File: config.mk
export PLATFORM = sky130hd
export DESIGN_NAME = taskwait_top
export DESIGN_NICKNAME = d
export VERILOG_FILES = /design/src/design/taskwait_pkg.sv /design/src/design/taskwait_engine.sv /design/src/design/taskwait_msg_rx.sv /design/src/design/taskwait_table.sv /design/src/design/taskwait_top.sv
export SDC_FILE = /design/constraint.sdc
export NUM_CORES = 2
export LEC_CHECK = 0
export ABC_AREA = 1
export BUFFER_PORTS_ARGS = -buffer_cell sky130_fd_sc_hd__buf_2
export CORE_MARGIN = 2
export CORE_UTILIZATION = 55
export DETAILED_ROUTE_END_ITERATION = 6
export GPL_TIMING_DRIVEN = 0
export PLACE_DENSITY = 0.83
export REMOVE_ABC_BUFFERS = 1
export SETUP_SLACK_MARGIN = 0.2
export SYNTH_ARGS = -nofsm -noshare
export SYNTH_HDL_FRONTEND = slang
export SYNTH_SLANG_ARGS = --single-unit
File: constraint.sdc
create_clock -name clk -period 10.55 [get_ports clk]
set_input_delay 1.055 -clock clk [delete_from_list [all_inputs] [get_ports clk]]
set_output_delay 1.055 -clock clk [all_outputs]
set_load 0.01 [all_outputs]
File: src/design/taskwait_pkg.sv
// taskwait package with widths, header layout, request and entry types and engine states.
package taskwait_pkg;

    // ~~~~~~~~~~~~~~~~~~~~~~~~~~~~~~~~~~~~~~~~~~~~~~~~~~~~~~~~~~~~~~~~~~~~~~~~~~~~
    // widths and header layout
    // ~~~~~~~~~~~~~~~~~~~~~~~~~~~~~~~~~~~~~~~~~~~~~~~~~~~~~~~~~~~~~~~~~~~~~~~~~~~~

    localparam int ACC_BITS     = 4;    // accelerator number.
    localparam int TW_ENTRIES   = 16;   // taskwait table depth.
    localparam int TW_IDX_BITS  = 4;    // table index.

    localparam int HDR_COMP_LSB = 0;    // component count in header beat.
    localparam int HDR_COMP_MSB = 31;
    localparam int HDR_KIND_BIT = 32;   // 0 finish, 1 wait.

    // ~~~~~~~~~~~~~~~~~~~~~~~~~~~~~~~~~~~~~~~~~~~~~~~~~~~~~~~~~~~~~~~~~~~~~~~~~~~~
    // basic types
    // ~~~~~~~~~~~~~~~~~~~~~~~~~~~~~~~~~~~~~~~~~~~~~~~~~~~~~~~~~~~~~~~~~~~~~~~~~~~~

    typedef logic [ACC_BITS-1:0]    acc_id_t;
    typedef logic [63:0]            task_id_t;
    typedef logic [31:0]            comp_t;     // wraps on overflow.
    typedef logic [TW_IDX_BITS-1:0] tw_idx_t;

    typedef enum logic [0:0] {
        TW_FINISH = 1'b0,   // child finished, counter plus one.
        TW_WAIT   = 1'b1    // parent waits for components.
    } tw_kind_t;

    // ~~~~~~~~~~~~~~~~~~~~~~~~~~~~~~~~~~~~~~~~~~~~~~~~~~~~~~~~~~~~~~~~~~~~~~~~~~~~
    // message and table entry
    // ~~~~~~~~~~~~~~~~~~~~~~~~~~~~~~~~~~~~~~~~~~~~~~~~~~~~~~~~~~~~~~~~~~~~~~~~~~~~

    // one decoded two-beat message, 101 bits.
    typedef struct packed {
        tw_kind_t kind;
        comp_t    components;
        task_id_t task_id;
        acc_id_t  sender;
    } tw_req_t;

    // one taskwait table entry, 101 bits.
    typedef struct packed {
        logic     valid;
        acc_id_t  waiter;     // accelerator to wake.
        comp_t    counter;
        task_id_t task_id;
    } tw_entry_t;

    // ~~~~~~~~~~~~~~~~~~~~~~~~~~~~~~~~~~~~~~~~~~~~~~~~~~~~~~~~~~~~~~~~~~~~~~~~~~~~
    // engine FSM
    // ~~~~~~~~~~~~~~~~~~~~~~~~~~~~~~~~~~~~~~~~~~~~~~~~~~~~~~~~~~~~~~~~~~~~~~~~~~~~

    typedef enum logic [2:0] {
        CLEAR,      // invalidate entries after reset.
        IDLE,       // wait for a request.
        READ,       // issue table read.
        COMPARE,    // check read entry.
        UPDATE,     // write entry back.
        WAKE        // present wakeup until taken.
    } tw_state_t;

endpackage

File: src/design/taskwait_engine.sv
// taskwait engine FSM that clears the table, searches it per message, updates counters, wakes waiters.
module taskwait_engine (
    input  logic                    clk,
    input  logic                    rstn,
    // request from receiver
    input  taskwait_pkg::tw_req_t   req,
    input  logic                    req_valid,
    output logic                    req_ready,
    // table port
    output logic                    mem_en,
    output logic                    mem_we,
    output taskwait_pkg::tw_idx_t   mem_addr,
    output taskwait_pkg::tw_entry_t mem_wdata,
    input  taskwait_pkg::tw_entry_t mem_rdata,
    // wakeup stream
    output logic                    wake_valid,
    output taskwait_pkg::acc_id_t   wake_dest,
    input  logic                    wake_ready,
    output logic                    overflow
);

    import taskwait_pkg::*;

    tw_state_t state;
    logic      clear_done;      // table sweep finished.
    tw_idx_t   idx;             // entry under visit.
    tw_idx_t   free_idx;        // first invalid entry seen.
    logic      free_found;
    tw_req_t   cur;             // request being processed.

    comp_t     base_cnt;        // counter before this message.
    acc_id_t   base_waiter;
    comp_t     new_cnt;
    acc_id_t   new_waiter;
    tw_entry_t upd_entry;

    logic      hit;
    logic      slot_free;
    logic      last_entry;

    // ~~~~~~~~~~~~~~~~~~~~~~~~~~~~~~~~~~~~~~~~~~~~~~~~~~~~~~~~~~~~~~~~~~~~~~~~~~~~
    // search and update datapath
    // ~~~~~~~~~~~~~~~~~~~~~~~~~~~~~~~~~~~~~~~~~~~~~~~~~~~~~~~~~~~~~~~~~~~~~~~~~~~~

    assign hit        = mem_rdata.valid && (mem_rdata.task_id == cur.task_id);
    assign slot_free  = !mem_rdata.valid;
    assign last_entry = (idx == tw_idx_t'(TW_ENTRIES - 1));

    always_comb begin
        if (cur.kind == TW_WAIT) begin
            new_cnt    = base_cnt - cur.components;   // wrapping subtract.
            new_waiter = cur.sender;
        end else begin
            new_cnt    = base_cnt + comp_t'(1);
            new_waiter = base_waiter;
        end
    end

    always_comb begin
        upd_entry.valid   = (new_cnt != '0);    // zero frees the entry.
        upd_entry.waiter  = new_waiter;
        upd_entry.counter = new_cnt;
        upd_entry.task_id = cur.task_id;
    end

    // ~~~~~~~~~~~~~~~~~~~~~~~~~~~~~~~~~~~~~~~~~~~~~~~~~~~~~~~~~~~~~~~~~~~~~~~~~~~~
    // outputs decoded from state
    // ~~~~~~~~~~~~~~~~~~~~~~~~~~~~~~~~~~~~~~~~~~~~~~~~~~~~~~~~~~~~~~~~~~~~~~~~~~~~

    assign req_ready  = (state == IDLE) && clear_done;
    assign mem_en     = (state == CLEAR) || (state == READ) || (state == UPDATE);
    assign mem_we     = (state == CLEAR) || (state == UPDATE);
    assign mem_addr   = idx;
    assign mem_wdata  = (state == UPDATE) ? upd_entry : '0;    // clear writes invalid.
    assign wake_valid = (state == WAKE);

    // ~~~~~~~~~~~~~~~~~~~~~~~~~~~~~~~~~~~~~~~~~~~~~~~~~~~~~~~~~~~~~~~~~~~~~~~~~~~~
    // FSM
    // ~~~~~~~~~~~~~~~~~~~~~~~~~~~~~~~~~~~~~~~~~~~~~~~~~~~~~~~~~~~~~~~~~~~~~~~~~~~~

    always_ff @(posedge clk) begin
        if (!rstn) begin
            state      <= IDLE;
            clear_done <= 1'b0;
            idx        <= '0;
            free_found <= 1'b0;
            overflow   <= 1'b0;
        end else begin
            overflow <= 1'b0;   // single-cycle strobe.
            case (state)
                IDLE: begin
                    if (!clear_done) begin
                        idx   <= '0;
                        state <= CLEAR;
                    end else if (req_valid) begin
                        idx        <= '0;
                        free_found <= 1'b0;
                        state      <= READ;
                    end
                end
                CLEAR: begin
                    idx <= idx + tw_idx_t'(1);  // wraps back to entry 0.
                    if (last_entry) begin
                        clear_done <= 1'b1;
                        state      <= IDLE;
                    end
                end
                READ: begin
                    state <= COMPARE;
                end
                COMPARE: begin
                    if (hit) begin
                        state <= UPDATE;        // idx already points at it.
                    end else if (last_entry) begin
                        if (free_found) begin
                            idx   <= free_idx;
                            state <= UPDATE;
                        end else if (slot_free) begin
                            state <= UPDATE;    // entry 15 is the only free one.
                        end else begin
                            overflow <= 1'b1;   // table full, message dropped.
                            state    <= IDLE;
                        end
                    end else begin
                        if (slot_free) begin
                            free_found <= 1'b1;
                        end
                        idx   <= idx + tw_idx_t'(1);
                        state <= READ;
                    end
                end
                UPDATE: begin
                    if (new_cnt == '0) begin
                        state <= WAKE;
                    end else begin
                        state <= IDLE;
                    end
                end
                WAKE: begin
                    if (wake_ready) begin
                        state <= IDLE;
                    end
                end
                default: begin
                    state <= IDLE;
                end
            endcase
        end
    end

    // ~~~~~~~~~~~~~~~~~~~~~~~~~~~~~~~~~~~~~~~~~~~~~~~~~~~~~~~~~~~~~~~~~~~~~~~~~~~~
    // payload registers
    // ~~~~~~~~~~~~~~~~~~~~~~~~~~~~~~~~~~~~~~~~~~~~~~~~~~~~~~~~~~~~~~~~~~~~~~~~~~~~

    always_ff @(posedge clk) begin
        if (req_valid && req_ready) begin
            cur <= req;
        end
        if (state == COMPARE) begin
            if (slot_free && !free_found) begin
                free_idx <= idx;
            end
            if (hit) begin
                base_cnt    <= mem_rdata.counter;
                base_waiter <= mem_rdata.waiter;
            end else begin
                base_cnt    <= '0;          // new entry starts at zero.
                base_waiter <= cur.sender;
            end
        end
        if (state == UPDATE) begin
            wake_dest <= new_waiter;        // held through WAKE.
        end
    end

endmodule

File: src/design/taskwait_msg_rx.sv
// taskwait message receiver, assembles header and task id beats into one held request.
module taskwait_msg_rx (
    input  logic                  clk,
    input  logic                  rstn,
    input  logic [63:0]           in_data,
    input  logic                  in_valid,
    input  taskwait_pkg::acc_id_t in_id,
    output logic                  in_ready,
    output taskwait_pkg::tw_req_t req,
    output logic                  req_valid,
    input  logic                  req_ready
);

    import taskwait_pkg::*;

    logic in_fire;          // beat accepted.
    logic req_fire;         // request taken by engine.
    logic tid_phase;        // next beat is the task id.
    logic req_valid_nxt;

    assign in_fire  = in_valid && in_ready;
    assign req_fire = req_valid && req_ready;

    // holding register occupancy for next cycle.
    always_comb begin
        req_valid_nxt = req_valid;
        if (req_fire) begin
            req_valid_nxt = 1'b0;
        end
        if (in_fire && tid_phase) begin
            req_valid_nxt = 1'b1;   // second beat completes the message.
        end
    end

    // ~~~~~~~~~~~~~~~~~~~~~~~~~~~~~~~~~~~~~~~~~~~~~~~~~~~~~~~~~~~~~~~~~~~~~~~~~~~~
    // control
    // ~~~~~~~~~~~~~~~~~~~~~~~~~~~~~~~~~~~~~~~~~~~~~~~~~~~~~~~~~~~~~~~~~~~~~~~~~~~~

    always_ff @(posedge clk) begin
        if (!rstn) begin
            tid_phase <= 1'b0;
            req_valid <= 1'b0;
            in_ready  <= 1'b0;
        end else begin
            req_valid <= req_valid_nxt;
            in_ready  <= !req_valid_nxt;    // open only while empty.
            if (in_fire) begin
                tid_phase <= !tid_phase;
            end
        end
    end

    // ~~~~~~~~~~~~~~~~~~~~~~~~~~~~~~~~~~~~~~~~~~~~~~~~~~~~~~~~~~~~~~~~~~~~~~~~~~~~
    // payload
    // ~~~~~~~~~~~~~~~~~~~~~~~~~~~~~~~~~~~~~~~~~~~~~~~~~~~~~~~~~~~~~~~~~~~~~~~~~~~~

    always_ff @(posedge clk) begin
        if (in_fire && !tid_phase) begin
            req.kind       <= tw_kind_t'(in_data[HDR_KIND_BIT]);
            req.components <= in_data[HDR_COMP_MSB:HDR_COMP_LSB];
            req.sender     <= in_id;    // sender comes with the header.
        end
        if (in_fire && tid_phase) begin
            req.task_id <= in_data;
        end
    end

endmodule

File: src/design/taskwait_table.sv
// taskwait table, single-port synchronous RAM of entries with one-cycle read.
module taskwait_table (
    input  logic                    clk,
    input  logic                    mem_en,
    input  logic                    mem_we,
    input  taskwait_pkg::tw_idx_t   mem_addr,
    input  taskwait_pkg::tw_entry_t mem_wdata,
    output taskwait_pkg::tw_entry_t mem_rdata
);

    import taskwait_pkg::*;

    // ~~~~~~~~~~~~~~~~~~~~~~~~~~~~~~~~~~~~~~~~~~~~~~~~~~~~~~~~~~~~~~~~~~~~~~~~~~~~
    // storage
    // ~~~~~~~~~~~~~~~~~~~~~~~~~~~~~~~~~~~~~~~~~~~~~~~~~~~~~~~~~~~~~~~~~~~~~~~~~~~~

    tw_entry_t mem [TW_ENTRIES];

    // write port.
    always_ff @(posedge clk) begin
        if (mem_en && mem_we) begin
            mem[mem_addr] <= mem_wdata;
        end
    end

    // registered read, output keeps its value while idle.
    always_ff @(posedge clk) begin
        if (mem_en && !mem_we) begin
            mem_rdata <= mem[mem_addr];
        end
    end

endmodule

File: src/design/taskwait_top.sv
// taskwait manager top, joins the message receiver, engine and table to the streams.
module taskwait_top (
    input  logic                  clk,
    input  logic                  rstn,
    // message stream in
    input  logic [63:0]           in_data,
    input  logic                  in_valid,
    input  taskwait_pkg::acc_id_t in_id,
    output logic                  in_ready,
    // wakeup stream out
    output logic                  wake_valid,
    output taskwait_pkg::acc_id_t wake_dest,
    input  logic                  wake_ready,
    output logic                  overflow
);

    import taskwait_pkg::*;

    tw_req_t   req;
    logic      req_valid;
    logic      req_ready;

    logic      mem_en;
    logic      mem_we;
    tw_idx_t   mem_addr;
    tw_entry_t mem_wdata;
    tw_entry_t mem_rdata;

    // ~~~~~~~~~~~~~~~~~~~~~~~~~~~~~~~~~~~~~~~~~~~~~~~~~~~~~~~~~~~~~~~~~~~~~~~~~~~~
    // blocks
    // ~~~~~~~~~~~~~~~~~~~~~~~~~~~~~~~~~~~~~~~~~~~~~~~~~~~~~~~~~~~~~~~~~~~~~~~~~~~~

    taskwait_msg_rx u_msg_rx (
        .clk       (clk),
        .rstn      (rstn),
        .in_data   (in_data),
        .in_valid  (in_valid),
        .in_id     (in_id),
        .in_ready  (in_ready),
        .req       (req),
        .req_valid (req_valid),
        .req_ready (req_ready)
    );

    taskwait_engine u_engine (
        .clk        (clk),
        .rstn       (rstn),
        .req        (req),
        .req_valid  (req_valid),
        .req_ready  (req_ready),
        .mem_en     (mem_en),
        .mem_we     (mem_we),
        .mem_addr   (mem_addr),
        .mem_wdata  (mem_wdata),
        .mem_rdata  (mem_rdata),
        .wake_valid (wake_valid),
        .wake_dest  (wake_dest),
        .wake_ready (wake_ready),
        .overflow   (overflow)
    );

    taskwait_table u_table (
        .clk       (clk),
        .mem_en    (mem_en),
        .mem_we    (mem_we),
        .mem_addr  (mem_addr),
        .mem_wdata (mem_wdata),
        .mem_rdata (mem_rdata)
    );

endmodule

==> impl_metrics.csv <==
group,metric,value,unit
place,dp_worst_setup_slack,5.19,ns
power,power.share.combinational,8.4,%
sta,finalSetupTns,0,ns
global_route,antenna_found_initial,17,
clocking,clk_pin_slew,0.06,ns
global_route,grt_overflow,0,
yosys,yosys.area.top_type_share,75.6,%
worst_setup_path,cp-start-kind,"register",
yosys,syn_area_per_cell,12.8,um2
power,power_frac_clock,39.2,%
power,p_per_area,188,nW/um2
clocking,cts-root-buf,"clkbuf_16",
run,maxCapViolations,0,
hold_path,worstHoldStart,"in_data[35]",
power,vdd_drop_max,0.000148,V
finish,fill_cells,9361,
hold_path,hold_path.class,"input port to register",
place,port_buffers,78,
clocking,postCtsResizedCells,0,
die,start_util,55.3,%
worst_setup_path,critical-path-max-stage-delay,0.83,ns
global_route,track_usage,30.0,%
drt,vias,53500,
drt,routed_wirelength,222000,um
finish,fin_util,62.7,%
place,place_congestion,0.913,
sta,worst_slack,5.00,ns
die,die-height,380,um
worst_setup_path,arrival,6.07,ns
yosys,syn_inst,6086,
die,std_cell_rows,138,
sta,relSlewSlack,15.9,%
yosys,synthesis.area,77900,um2
finish,drive_gt1_share,8.86,%
die,die_w,380,um
global_route,grt_pass1_wl,323000,um
clocking,cts_sinks,1976,
worst_setup_path,crit_type,"register to register",
die,core_area,141000,um2
yosys,yosysSeqAreaShare,76.0,%
worst_setup_path,cp.required,11.06,ns
yosys,async_flop_share,0,%
worst_setup_path,endpoint_kind,"register",
finish,area_growth,13.5,%
finish,multi_input_area,16500,um2
worst_setup_path,cp_cell_sequence,"buf_16 -> buf_16 -> buf_16 -> buf_16 -> inv_8 -> ha_1 -> nand2_1 -> nor2_4 -> buf_12 -> buf_12 -> buf_16 -> buf_12",
power,switching_power,3.92,mW
finish,fin_cells,8191,
worst_setup_path,cp-startpoint,"u_engine.mem_addr[0]$_SDFFE_PN0P_",
place,post-dp-hpwl,126000,um
yosys,ys_ff_latch,1976,
finish,register_area,59200,um2
global_route,grt_pass1_vias,52200,
clocking,holdBufCountCts,0,
finish,fin_nets,6265,
status,outcome,"finished with violations",
power,p_int,12.8,mW
sta,rsz0062_at_grt,"no",
drt,ant_nets,0,
yosys,synth_most_common_cell,"edfxtp_1",
drt,drc,34,
status,failed_checks,"design-rule violations",
worst_setup_path,path_delay_family,"buffers and inverters",
sta,fin_worst_skew,0.0349,ns
clocking,clk_path_buf_depth,3,
worst_setup_path,crit_top_cell,"buf_16",
sta,period_needed,5.55,ns
clocking,h-tree-depth,4,
yosys,yosysTopAreaCell,"edfxtp_1",
worst_setup_path,path_buf_inv,9,
power,switching_share,23.5,%
die,pin_count,79,
power,p_seq_share,52.4,%
drt,firstDrtPassIters,7,
yosys,ys_top_cells_by_area,"edfxtp_1 76%, nor2_1 5.3%, o21ai_0 5.3%, nand2_1 3.6%, o22ai_1 3.2%",
sta,setup_viol,0,
sta,max_freq,0.180,GHz
drt,vias_per_cell,6.53,
sta,drv_slew,0,
worst_setup_path,critical_path.max_fanout,183,
clocking,insertion_delay,0.85,ns
yosys,ys_types,43,
worst_setup_path,reg2reg_from,"u_engine.mem_addr[0]$_SDFFE_PN0P_",
die,die-area,145000,um2
clocking,cts_inserted_buffers,179,
sta,fin_crit_sh,52.6,%
power,p_leak,32.0,nW
sta,worst_slew_pin_slew,1.26,ns
drt,drt_iter0_drc,9330,
clocking,cts_tree,"built",
clocking,cts_setup_buffers,0,
worst_setup_path,slowest_stage,"nor2_4",
yosys,yosysWarnings,0,
place,place_inst,7864,
drt,wire_per_inst,27.2,um
sta,hold_viol,0,
yosys,synth-edff-count,1963,
yosys,yosys-top-cells-count,"1963 x edfxtp_1, 1104 x nor2_1, 822 x o21ai_0, 752 x nand2_1, 404 x o22ai_1",
global_route,grt_start_max_net_pins,184,
yosys,synth_flop_cell,"edfxtp_1",
## per-layer routing
metal  vias up  global-route usage, %  wire (um)
li1      22100                      -          -
met1     25500                   38.1      72600
met2      4802                   47.4     103000
met3      1102                   7.40      32200
met4         6                   17.4      14300
met5         -                      0         41
## final cells by class
cell class                 instances  share of cell area, %
sequential                      1976                   66.9
tap                             1890                   2.67
clock buffer                     209                   5.26
timing repair buffer             220                   3.85
clock inverter                   114                   1.28
antenna                            3                0.00849
multi-input combinational       3473                   18.7
inverter                         306                   1.33
## flip-flops by register name, indices dropped and copies added (netlist names), 3 cells and up
name and flops:
u_engine.base_cnt 32, u_engine.base_waiter 4, u_engine.cur 101, u_engine.free_idx 4, u_engine.mem_addr 4, u_engine.state 3
u_engine.wake_dest 4, u_msg_rx.req 101, u_table.mem 1616, u_table.mem_rdata 101
## cell usage in the layout (no fill, tap or decap), types with 3 or more instances in the layout
| cell type | count |
|---|---|
| edfxtp_1 | 1963 |
| nor2_1 | 1083 |
| o21ai_0 | 822 |
| nand2_1 | 752 |
| o22ai_1 | 404 |
| inv_1 | 296 |
| clkbuf_16 | 181 |
| nand4_1 | 120 |
| buf_12 | 86 |
| buf_2 | 78 |
| nand3_1 | 52 |
| clkinv_1 | 45 |
| buf_16 | 41 |
| a21oi_1 | 38 |
| ha_1 | 36 |
| clkinv_2 | 29 |
| nor3_1 | 26 |
| clkbuf_1 | 26 |
| nor2_4 | 23 |
| xor2_1 | 21 |
| bufinv_16 | 20 |
| or2_2 | 19 |
| buf_6 | 13 |
| nand2_2 | 12 |
| inv_6 | 11 |
| dfxtp_1 | 11 |
| nor4_1 | 10 |
| xnor2_1 | 9 |
| nor2_2 | 6 |
| nand3b_1 | 6 |
| nand3_2 | 5 |
| o2111ai_1 | 5 |
| inv_2 | 4 |
| mux2_2 | 4 |
| clkinv_8 | 4 |
| clkinvlp_4 | 4 |
| diode_2 | 3 |
| clkinv_4 | 3 |
| nor3b_1 | 3 |
| a22o_1 | 3 |
## final timing paths
kind,endpoint,slack (ns),cells past startpoint
setup reg to reg,u_table.mem[2][36]$_DFFE_PP_,5.00,12
hold / removal,u_msg_rx.req[39]$_DFFE_PP_,0.40,1
hold reg to reg,u_engine.cur[29]$_DFFE_PP_,0.41,0
setup / recovery,u_table.mem[2][36]$_DFFE_PP_,5.00,12
## power by group through the flow
stage | Sequential [mW] | Combinational, mW | Clock (mW)
after floorplan | 8.96 | 0.829 | 0
after global placement | 9.07 | 1.24 | 0
after detailed placement | 8.89 | 1.32 | 0
after CTS | 8.73 | 1.36 | 6.53
after global routing | 8.73 | 1.49 | 6.82
final | 8.73 | 1.41 | 6.54
## stage by stage
stage / power [mW] / cell area, um2 / hold slack (ns)
after floorplan: 9.79 / 76700 / 0.400
after global placement: 10.3 / 79400 / 0.401
after detailed placement: 10.2 / 82600 / 0.405
after CTS: 16.6 / 88400 / 0.366
after global routing: 17.0 / 88500 / 0.383
final: 16.7 / 88500 / 0.398
## logic make-up (layout without fill, tap and decap cells)
logic type	count (synthesis)	after routing	share of synthesized area, %
simple gates	2122	2122	11.0
flops	1976	1976	76.0
compound gates	1279	1279	8.93
buf+inv	637	849	3.09
fa+ha+maj	37	37	0.604
xor+xnor	31	31	0.358
mux	4	4	0.0578
other cells	0	3	0
Power figures use the tool's default switching activity.
